## config.mk

```make
export PLATFORM = sky130hd
export DESIGN_NAME = de_stage
export DESIGN_NICKNAME = d
export VERILOG_FILES = /design/src/design/de_pkg.sv /design/src/design/decode_if.sv /design/src/design/de_latch.sv /design/src/design/de_stage.sv /design/src/design/hazard_unit.sv /design/src/design/imm_gen.sv /design/src/design/instr_decoder.sv /design/src/design/reg_file.sv
export VERILOG_INCLUDE_DIRS = /design/src /design/src/design
export SDC_FILE = /design/constraint.sdc
export NUM_CORES = 2
export LEC_CHECK = 0
export BUFFER_PORTS_ARGS = -buffer_cell sky130_fd_sc_hd__buf_4
export CAP_MARGIN = 20
export CORE_UTILIZATION = 25
export CTS_CLUSTER_DIAMETER = 60
export DETAILED_ROUTE_END_ITERATION = 10
export GPL_ROUTABILITY_DRIVEN = 0
export SYNTH_ARGS = -nofsm -noshare
export SYNTH_HDL_FRONTEND = slang
export SYNTH_HIERARCHICAL = 1
export SYNTH_SLANG_ARGS = --single-unit
```

## constraint.sdc

```tcl
create_clock -name clk -period 111.8 [get_ports clk]
set_input_delay 22.36 -clock clk [delete_from_list [all_inputs] [get_ports clk]]
set_output_delay 22.36 -clock clk [all_outputs]
set_load 0.03 [all_outputs]
```

## src/design/de_consts.svh

```systemverilog
`ifndef DE_CONSTS_SVH
`define DE_CONSTS_SVH

// widths fixed by RV32I
`define DE_XLEN      32
`define DE_INST_W    32
`define DE_REG_COUNT 32
`define DE_REG_IDX_W 5

// major opcodes, inst[6:0]
`define DE_OPC_OP     7'b0110011
`define DE_OPC_IMM    7'b0010011
`define DE_OPC_LUI    7'b0110111
`define DE_OPC_AUIPC  7'b0010111
`define DE_OPC_LOAD   7'b0000011
`define DE_OPC_STORE  7'b0100011
`define DE_OPC_JAL    7'b1101111
`define DE_OPC_JALR   7'b1100111
`define DE_OPC_BRANCH 7'b1100011

// funct3, inst[14:12]
// alu ops share these between register and immediate forms
`define DE_F3_ADD  3'b000
`define DE_F3_SLL  3'b001
`define DE_F3_SLT  3'b010
`define DE_F3_SLTU 3'b011
`define DE_F3_XOR  3'b100
`define DE_F3_SRL  3'b101
`define DE_F3_OR   3'b110
`define DE_F3_AND  3'b111
`define DE_F3_MUL  3'b000
`define DE_F3_LW   3'b010
`define DE_F3_SW   3'b010
`define DE_F3_JALR 3'b000
`define DE_F3_BEQ  3'b000
`define DE_F3_BNE  3'b001
`define DE_F3_BLT  3'b100
`define DE_F3_BGE  3'b101
`define DE_F3_BLTU 3'b110
`define DE_F3_BGEU 3'b111

// funct7, inst[31:25]
`define DE_F7_BASE   7'b0000000
`define DE_F7_ALT    7'b0100000 // sub, sra, srai
`define DE_F7_MULDIV 7'b0000001

`endif

```

## src/design/de_pkg.sv

```systemverilog
`include "de_consts.svh"

package de_pkg;

  typedef logic [`DE_XLEN-1:0]      word_t;    // register / operand value
  typedef logic [`DE_XLEN-1:0]      addr_t;    // program counter
  typedef logic [`DE_INST_W-1:0]    inst_t;    // raw fetched instruction
  typedef logic [`DE_REG_IDX_W-1:0] reg_idx_t; // architectural register number

  // internal operation code
  // op_invalid sits at zero so a cleared latch reads as no operation
  typedef enum logic [5:0] {
    op_invalid = 6'd0,
    op_add, op_sub, op_and, op_or, op_xor,
    op_slt, op_sltu, op_sra, op_srl, op_sll,
    op_mul,
    op_addi, op_andi, op_ori, op_xori,
    op_slti, op_sltiu, op_srai, op_srli, op_slli,
    op_lui, op_auipc,
    op_lw, op_sw,
    op_jal, op_jalr,
    op_beq, op_bne, op_blt, op_bge, op_bltu, op_bgeu
  } op_t;

  // which instruction fields make up the immediate
  typedef enum logic [2:0] {
    imm_none  = 3'd0,
    imm_i     = 3'd1,
    imm_s     = 3'd2,
    imm_b     = 3'd3,
    imm_u     = 3'd4,
    imm_j     = 3'd5,
    imm_shamt = 3'd6
  } imm_kind_t;

endpackage

```

## src/design/decode_if.sv

```systemverilog
`timescale 1ns/1ps

interface decode_if
  import de_pkg::*;
();

  op_t       op;
  imm_kind_t imm_kind;
  reg_idx_t  rs1;
  reg_idx_t  rs2;
  reg_idx_t  rd;
  logic      rs1_used;
  logic      rs2_used;
  logic      wr_reg;   // instruction writes rd

  modport decoder (
    output op, imm_kind, rs1, rs2, rd, rs1_used, rs2_used, wr_reg
  );

  modport imm_user (input imm_kind);

  modport hazard (input rs1, rs2, rs1_used, rs2_used);

  modport latch (input op, rd, wr_reg);

endinterface

```

## src/design/de_latch.sv

```systemverilog
`timescale 1ns/1ps

module de_latch
  import de_pkg::*;
(
  input  logic       clk,
  input  logic       reset,
  input  logic       in_valid,
  input  logic       stall,
  input  logic       flush,
  decode_if.latch    dec,
  input  addr_t      pc,
  input  word_t      rs1_val,
  input  word_t      rs2_val,
  input  word_t      imm,
  output logic       out_valid,
  output op_t        out_op,
  output addr_t      out_pc,
  output word_t      out_rs1_val,
  output word_t      out_rs2_val,
  output word_t      out_imm,
  output reg_idx_t   out_rd,
  output logic       out_wr_reg
);

  logic accept;

  // a taken branch in execute kills whatever decode holds this cycle
  assign accept = in_valid && !stall && !flush;

  always_ff @(posedge clk or posedge reset) begin
    if (reset) begin
      out_valid   <= 1'b0;
      out_op      <= op_invalid;
      out_pc      <= '0;
      out_rs1_val <= '0;
      out_rs2_val <= '0;
      out_imm     <= '0;
      out_rd      <= '0;
      out_wr_reg  <= 1'b0;
    end else if (accept) begin
      out_valid   <= 1'b1;
      out_op      <= dec.op;
      out_pc      <= pc;
      out_rs1_val <= rs1_val;
      out_rs2_val <= rs2_val;
      out_imm     <= imm;
      out_rd      <= dec.rd;
      out_wr_reg  <= dec.wr_reg;
    end else begin
      // bubble into execute
      out_valid   <= 1'b0;
      out_op      <= op_invalid;
      out_pc      <= '0;
      out_rs1_val <= '0;
      out_rs2_val <= '0;
      out_imm     <= '0;
      out_rd      <= '0;
      out_wr_reg  <= 1'b0;
    end
  end

endmodule

```

## src/design/de_stage.sv

```systemverilog
`timescale 1ns/1ps

module de_stage
  import de_pkg::*;
(
  input  logic     clk,
  input  logic     reset,
  // instruction issue from fetch
  input  logic     in_valid,
  input  inst_t    inst,
  input  addr_t    pc,
  // register write-back
  input  logic     wb_wr,
  input  reg_idx_t wb_rd,
  input  word_t    wb_data,
  // destinations still in flight
  input  logic     agex_wr,
  input  reg_idx_t agex_rd,
  input  logic     mem_wr,
  input  reg_idx_t mem_rd,
  input  logic     flush,
  output logic     stall,
  // decode/execute latch
  output logic     out_valid,
  output op_t      out_op,
  output addr_t    out_pc,
  output word_t    out_rs1_val,
  output word_t    out_rs2_val,
  output word_t    out_imm,
  output reg_idx_t out_rd,
  output logic     out_wr_reg
);

  word_t imm;
  word_t rs1_val;
  word_t rs2_val;

  decode_if dec ();

  instr_decoder u_decoder (
    .inst (inst),
    .dec  (dec.decoder)
  );

  imm_gen u_imm_gen (
    .inst (inst),
    .dec  (dec.imm_user),
    .imm  (imm)
  );

  reg_file u_reg_file (
    .clk     (clk),
    .reset   (reset),
    .rs1     (dec.rs1),
    .rs2     (dec.rs2),
    .rs1_val (rs1_val),
    .rs2_val (rs2_val),
    .wr      (wb_wr),
    .wr_idx  (wb_rd),
    .wr_data (wb_data)
  );

  hazard_unit u_hazard (
    .dec     (dec.hazard),
    .agex_wr (agex_wr),
    .agex_rd (agex_rd),
    .mem_wr  (mem_wr),
    .mem_rd  (mem_rd),
    .wb_wr   (wb_wr),
    .wb_rd   (wb_rd),
    .stall   (stall)
  );

  de_latch u_latch (
    .clk         (clk),
    .reset       (reset),
    .in_valid    (in_valid),
    .stall       (stall),
    .flush       (flush),
    .dec         (dec.latch),
    .pc          (pc),
    .rs1_val     (rs1_val),
    .rs2_val     (rs2_val),
    .imm         (imm),
    .out_valid   (out_valid),
    .out_op      (out_op),
    .out_pc      (out_pc),
    .out_rs1_val (out_rs1_val),
    .out_rs2_val (out_rs2_val),
    .out_imm     (out_imm),
    .out_rd      (out_rd),
    .out_wr_reg  (out_wr_reg)
  );

endmodule

```

## src/design/hazard_unit.sv

```systemverilog
`timescale 1ns/1ps

module hazard_unit
  import de_pkg::*;
(
  decode_if.hazard dec,
  input  logic     agex_wr,
  input  reg_idx_t agex_rd,
  input  logic     mem_wr,
  input  reg_idx_t mem_rd,
  input  logic     wb_wr,
  input  reg_idx_t wb_rd,
  output logic     stall
);

  logic rs1_hit;
  logic rs2_hit;

  // true when a later stage is about to write src
  function automatic logic pending_write(
    reg_idx_t src,
    logic     a_wr,
    reg_idx_t a_rd,
    logic     m_wr,
    reg_idx_t m_rd,
    logic     w_wr,
    reg_idx_t w_rd
  );
    return (a_wr && (a_rd == src)) || (m_wr && (m_rd == src)) || (w_wr && (w_rd == src));
  endfunction

  // x0 never creates a dependency
  assign rs1_hit = dec.rs1_used && (dec.rs1 != '0) &&
                   pending_write(dec.rs1, agex_wr, agex_rd, mem_wr, mem_rd, wb_wr, wb_rd);
  assign rs2_hit = dec.rs2_used && (dec.rs2 != '0) &&
                   pending_write(dec.rs2, agex_wr, agex_rd, mem_wr, mem_rd, wb_wr, wb_rd);

  assign stall = rs1_hit || rs2_hit; // combinational feedback to fetch

endmodule

```

## src/design/imm_gen.sv

```systemverilog
`timescale 1ns/1ps

module imm_gen
  import de_pkg::*;
(
  input  inst_t      inst,
  decode_if.imm_user dec,
  output word_t      imm
);

  // bit 31 is the sign for every signed format
  always_comb begin
    case (dec.imm_kind)
      imm_i:
        imm = {{20{inst[31]}}, inst[31:20]};
      imm_s:
        imm = {{20{inst[31]}}, inst[31:25], inst[11:7]};
      imm_b: // offset in halfwords, bit 0 always clear
        imm = {{19{inst[31]}}, inst[31], inst[7], inst[30:25], inst[11:8], 1'b0};
      imm_u:
        imm = {inst[31:12], 12'b0};
      imm_j:
        imm = {{11{inst[31]}}, inst[31], inst[19:12], inst[20], inst[30:21], 1'b0};
      imm_shamt:
        imm = {27'b0, inst[24:20]}; // shift amount, unsigned
      default:
        imm = '0;
    endcase
  end

endmodule

```

## src/design/instr_decoder.sv

```systemverilog
`timescale 1ns/1ps
`include "de_consts.svh"

module instr_decoder
  import de_pkg::*;
(
  input  inst_t     inst,
  decode_if.decoder dec
);

  logic [6:0] opcode;
  logic [2:0] funct3;
  logic [6:0] funct7;
  op_t        op;

  assign opcode = inst[6:0];
  assign funct3 = inst[14:12];
  assign funct7 = inst[31:25];

  // register fields sit at fixed positions in every format
  assign dec.rs1 = inst[19:15];
  assign dec.rs2 = inst[24:20];
  assign dec.rd  = inst[11:7];
  assign dec.op  = op;

  always_comb begin
    op = op_invalid; // anything unmatched, csr and system included
    case (opcode)
      `DE_OPC_OP:
        case ({funct7, funct3})
          {`DE_F7_BASE, `DE_F3_ADD}:   op = op_add;
          {`DE_F7_ALT, `DE_F3_ADD}:    op = op_sub;
          {`DE_F7_BASE, `DE_F3_AND}:   op = op_and;
          {`DE_F7_BASE, `DE_F3_OR}:    op = op_or;
          {`DE_F7_BASE, `DE_F3_XOR}:   op = op_xor;
          {`DE_F7_BASE, `DE_F3_SLT}:   op = op_slt;
          {`DE_F7_BASE, `DE_F3_SLTU}:  op = op_sltu;
          {`DE_F7_ALT, `DE_F3_SRL}:    op = op_sra;
          {`DE_F7_BASE, `DE_F3_SRL}:   op = op_srl;
          {`DE_F7_BASE, `DE_F3_SLL}:   op = op_sll;
          {`DE_F7_MULDIV, `DE_F3_MUL}: op = op_mul;
          default:                     op = op_invalid;
        endcase
      `DE_OPC_IMM:
        case (funct3)
          `DE_F3_ADD:  op = op_addi;
          `DE_F3_AND:  op = op_andi;
          `DE_F3_OR:   op = op_ori;
          `DE_F3_XOR:  op = op_xori;
          `DE_F3_SLT:  op = op_slti;
          `DE_F3_SLTU: op = op_sltiu;
          `DE_F3_SLL:  op = (funct7 == `DE_F7_BASE) ? op_slli : op_invalid;
          `DE_F3_SRL: begin
            if (funct7 == `DE_F7_BASE)
              op = op_srli;
            else if (funct7 == `DE_F7_ALT)
              op = op_srai;
          end
          default:     op = op_invalid;
        endcase
      `DE_OPC_LUI:   op = op_lui;
      `DE_OPC_AUIPC: op = op_auipc;
      `DE_OPC_LOAD:  op = (funct3 == `DE_F3_LW) ? op_lw : op_invalid;
      `DE_OPC_STORE: op = (funct3 == `DE_F3_SW) ? op_sw : op_invalid;
      `DE_OPC_JAL:   op = op_jal;
      `DE_OPC_JALR:  op = (funct3 == `DE_F3_JALR) ? op_jalr : op_invalid;
      `DE_OPC_BRANCH:
        case (funct3)
          `DE_F3_BEQ:  op = op_beq;
          `DE_F3_BNE:  op = op_bne;
          `DE_F3_BLT:  op = op_blt;
          `DE_F3_BGE:  op = op_bge;
          `DE_F3_BLTU: op = op_bltu;
          `DE_F3_BGEU: op = op_bgeu;
          default:     op = op_invalid;
        endcase
      default: op = op_invalid;
    endcase
  end

  // operand use, immediate format and write-back per operation
  always_comb begin
    dec.imm_kind = imm_none;
    dec.rs1_used = 1'b0;
    dec.rs2_used = 1'b0;
    dec.wr_reg   = 1'b0;
    case (op)
      op_add, op_sub, op_and, op_or, op_xor, op_slt, op_sltu,
      op_sra, op_srl, op_sll, op_mul: begin
        dec.rs1_used = 1'b1;
        dec.rs2_used = 1'b1;
        dec.wr_reg   = 1'b1;
      end
      op_addi, op_andi, op_ori, op_xori, op_slti, op_sltiu, op_lw, op_jalr: begin
        dec.imm_kind = imm_i;
        dec.rs1_used = 1'b1;
        dec.wr_reg   = 1'b1;
      end
      op_srai, op_srli, op_slli: begin
        dec.imm_kind = imm_shamt;
        dec.rs1_used = 1'b1;
        dec.wr_reg   = 1'b1;
      end
      op_lui, op_auipc: begin
        dec.imm_kind = imm_u;
        dec.wr_reg   = 1'b1;
      end
      op_jal: begin
        dec.imm_kind = imm_j;
        dec.wr_reg   = 1'b1;
      end
      op_sw: begin
        dec.imm_kind = imm_s;
        dec.rs1_used = 1'b1;
        dec.rs2_used = 1'b1;
      end
      op_beq, op_bne, op_blt, op_bge, op_bltu, op_bgeu: begin
        dec.imm_kind = imm_b;
        dec.rs1_used = 1'b1;
        dec.rs2_used = 1'b1;
      end
      default: ; // invalid reads and writes nothing
    endcase
  end

endmodule

```

## src/design/reg_file.sv

```systemverilog
`timescale 1ns/1ps
`include "de_consts.svh"

module reg_file
  import de_pkg::*;
(
  input  logic     clk,
  input  logic     reset,
  input  reg_idx_t rs1,
  input  reg_idx_t rs2,
  output word_t    rs1_val,
  output word_t    rs2_val,
  input  logic     wr,
  input  reg_idx_t wr_idx,
  input  word_t    wr_data
);

  word_t regs [`DE_REG_COUNT];

  // read ports are combinational, a same-cycle write shows up after the edge
  assign rs1_val = regs[rs1];
  assign rs2_val = regs[rs2];

  always_ff @(posedge clk or posedge reset) begin
    if (reset) begin
      for (int i = 0; i < `DE_REG_COUNT; i++)
        regs[i] <= '0;
    end else if (wr && (wr_idx != '0)) begin // x0 stays zero
      regs[wr_idx] <= wr_data;
    end
  end

endmodule

```

==> impl_metrics.csv <==
group,metric,value,unit
detailed_routing,wl_per_cell,24.1,um
synthesis,seq_area_frac_synth,46.1,%
die,die_area,255000,um^2
global_route,grt_first_pass_wirelength,304000,um
timing,rsz0062_at_grt,"false",
global_route,grt_pass1_vias,45449,
timing,max_freq,21.0,MHz
timing,report.final.slew_viol_count,0,
detailed_routing,ant_nets,0,
setup_path,worstReg2RegStart,"u_reg_file/regs[1005]",
synthesis,synth_ff_type,"dfrtp_1",
pwr,pwr-share-comb,18.4,%
setup_path,critPathKind,"in -> out",
die,die_y,505,um
synthesis,postSynth.asyncResetShare,100,%
detailed_routing,drt_pass1_iterations,8,
global_route,antenna_found_initial,17,
setup_path,crit_cells,13,
place,dp_hpwl,117000,um
die,core,251000,um^2
global_route,grt.overflow.total,0,
synthesis,ys_warn_count,6,
synthesis,yosys-top-cells-count,"1165 x dfrtp_1, 1027 x mux2i_1, 957 x mux2_2",
setup_path,end_kind,"primary output",
setup_path,cp-startpoint,"inst[12]",
detailed_routing,drt_iter0_markers,3693,
place,dp_cells,8343,
setup_path,cp-endpoint,"stall",
pwr,pwr-share-seq,45.2,%
cts,clk_latency,800,ps
setup_path,crit_chain,"buf_4 > or3b_1 > a22oi_1 > a31oi_1 > a41oi_2 > nor3_1 > a21oi_1 > o221ai_1 > nand3_1 > o21ai_1 > a31oi_1 > or2_4 > buf_4",
die,fp.dieW,505,um
cts,cts_resized,0,
setup_path,worstPathMaxFanout,41,
cts,cts-root-buf,"clkbuf_16",
timing,setup_viol,0,
synthesis,synth_most_common_cell,"dfrtp_1",
timing,worst_slew_pin_slew,1200,ps
cts,clk_pin_slew,60,ps
pwr,switching_share,28.4,%
synthesis,synth_cell_types,78,
outcome,violations,"design-rule violations",
setup_path,slowest_delay,540,ps
timing,hold_violations,0,
synthesis,syn_area,63200,um^2
detailed_routing,vias,44092,
synthesis,ys_seq_elements,1165,
finish,fill_cells,25693,
finish,largest_reg_flops,1024,
pwr,internal_power,0.866,mW
pwr,switching_power,0.344,mW
die,rows,184,
synthesis,synth.area.top_cells,"dfrtp_1 46%, mux2_2 17%, mux2i_1 16%",
setup_path,crit_slowest_cell,"a41oi_2",
finish,regMostFlops,"u_reg_file/regs",
setup_path,cp_data_arrival_time,25320,ps
synthesis,syn_inst,5204,
timing,finalCritPeriodShare,42.6,%
detailed_routing,viasPerCell,5.14,
setup_path,r2r_setup_slack,109560,ps
setup_path,cp_top_family,"compound AO/OA/AOI/OAI gates",
global_route,grt_max_degree,160,
cts,cts_tree,"built",
cts,cts_setup_buffers,0,
timing,period_needed,47680,ps
setup_path,path_buf_inv,2,
pwr,ir_worst_vdd,0.0143,mV
synthesis,synth_top_area_share,46.1,%
timing,slew_headroom,20.1,%
finish,drive_gt1_share,31.4,%
global_route,track_usage,15.7,%
pwr,p_leak,32.8,nW
timing,tns,0,ps
cts,cts_hold_buf,0,
die,start_util,25.1,%
cts,cts_buffer_depth,3,
synthesis,syn_area_per_cell,12.1,um^2
outcome,outcome,"finished with violations",
synthesis,synth_nets,5322,
setup_path,start_kind,"input pin",
pwr,power_density,16.9,nW/um^2
detailed_routing,route.detailed.drc,72,
worst_hold_path,worstHoldPathType,"reg -> reg",
finish,nets,5236,
flow_run,drv_cap,0,
detailed_routing,drt-total-wl,207000,um
setup_path,r2r_cells,6,
cts,h-tree-depth,3,
die,io_pins,260,
synthesis,synth_top_cell_by_area,"dfrtp_1",
pwr,clockPowerShare,36.5,%
place,port_buffers,259,
cts,clkSinkCount,1165,
synthesis,synth_enable_flop_cells,0,
finish,fin_cells,8581,
setup_path,required,89440,ps
setup_path,r2r_end,"u_latch/out_rs2_val[13]",
cts,cts_made_buffers,119,
timing,skew,68.8,ps
finish,syn_to_final_growth,13.4,%
per-layer routing:
layer,up-vias,share of wire (%),global-route usage (%)
met3,396,5.7,2.27
met4,2,4.7,8.23
li1,19002,-,-
met5,-,0.0063,0
met2,1509,47,25.4
met1,23183,43,20.2
power by group through the flow:
stage / registers [mW] / logic, mW / clock network [mW]
finish: 0.547 / 0.222 / 0.441
global route: 0.556 / 0.240 / 0.467
CTS: 0.545 / 0.222 / 0.451
detailed placement: 0.552 / 0.221 / 0
global placement: 0.546 / 0.216 / 0
floorplan: 0.544 / 0.167 / 0
placed cells by master, fill, tap and decap left out, drive strengths merged, types with 11 or more instances in the layout:
| cell type | synthesis | final |
|---|---|---|
| clkbuf | 244 | 168 |
| inv | 10 | 14 |
| nor2b | 11 | 11 |
| nand2b | 13 | 13 |
| nor3 | 76 | 76 |
| a22o | 129 | 129 |
| nand3 | 206 | 206 |
| buf | 304 | 341 |
| a31oi | 72 | 72 |
| nor4bb | 83 | 83 |
| bufinv | 0 | 19 |
| a22oi | 198 | 198 |
| dfrtp | 1165 | 1165 |
| a21oi | 200 | 200 |
| clkinv | 0 | 30 |
| o21ai | 25 | 25 |
| nand2 | 233 | 233 |
| mux2i | 1027 | 1027 |
| and4bb | 59 | 59 |
| diode | 0 | 13 |
| mux2 | 993 | 993 |
| nor2 | 35 | 35 |
| xor2 | 24 | 24 |
cell families after synthesis:
| logic type | after synthesis | share of synthesized area (%) |
|---|---|---|
| and+or+nand+nor | 774 | 7.66 |
| xor gates and xnor gates | 31 | 0.429 |
| AOI/OAI and AO/OA | 656 | 7.08 |
| DFF | 1165 | 46.1 |
| buffers and inverters | 558 | 4.78 |
| muxes | 2020 | 33.9 |
area by class of cell:
cell class,instances,area [um^2],area share [%]
Multi-Input combinational cell,3481,31200,43.6
Sequential cell,1165,29200,40.7
Tap cell,3348,4190,5.84
Clock buffer,168,3430,4.79
Timing Repair Buffer,341,2690,3.75
Clock inverter,55,910,1.27
Inverter,10,50.0,0.0698
Antenna cell,13,32.5,0.0454
through the flow:
| step | worst slack, ps | util [%] | cell area [um^2] | power, mW | hold WS, ps |
|---|---|---|---|---|---|
| final | 64120 | 28.5 | 71700 | 1.21 | 399 |
| after global routing | 63740 | 28.5 | 71700 | 1.26 | 408 |
| after CTS | 64180 | 28.5 | 71600 | 1.22 | 402 |
| after detailed placement | 64200 | 26.7 | 67200 | 0.774 | 388 |
| after global placement | 64200 | 26.7 | 67200 | 0.762 | 384 |
| after floorplan | 60620 | - | 63200 | 0.711 | 449 |
how the worst min path moves through the flow:
| stage | slack, ps | cells after the start | from | end |
|---|---|---|---|---|
| 3_5_place_dp | 390 | 0 | u_reg_file/regs[1003] | u_reg_file/regs[1003] |
| 6_report | 400 | 0 | u_reg_file/regs[1021] | u_reg_file/regs[1021] |
| 2_1_floorplan | 450 | 1 | u_reg_file/regs[1000] | u_reg_file/regs[1000] |
| 3_3_place_gp | 380 | 0 | u_reg_file/regs[1003] | u_reg_file/regs[1003] |
| 4_1_cts | 400 | 0 | u_reg_file/regs[1003] | u_reg_file/regs[1003] |
| 5_1_grt | 410 | 0 | u_reg_file/regs[1003] | u_reg_file/regs[1003] |
(Power assumes the default switching activity.)
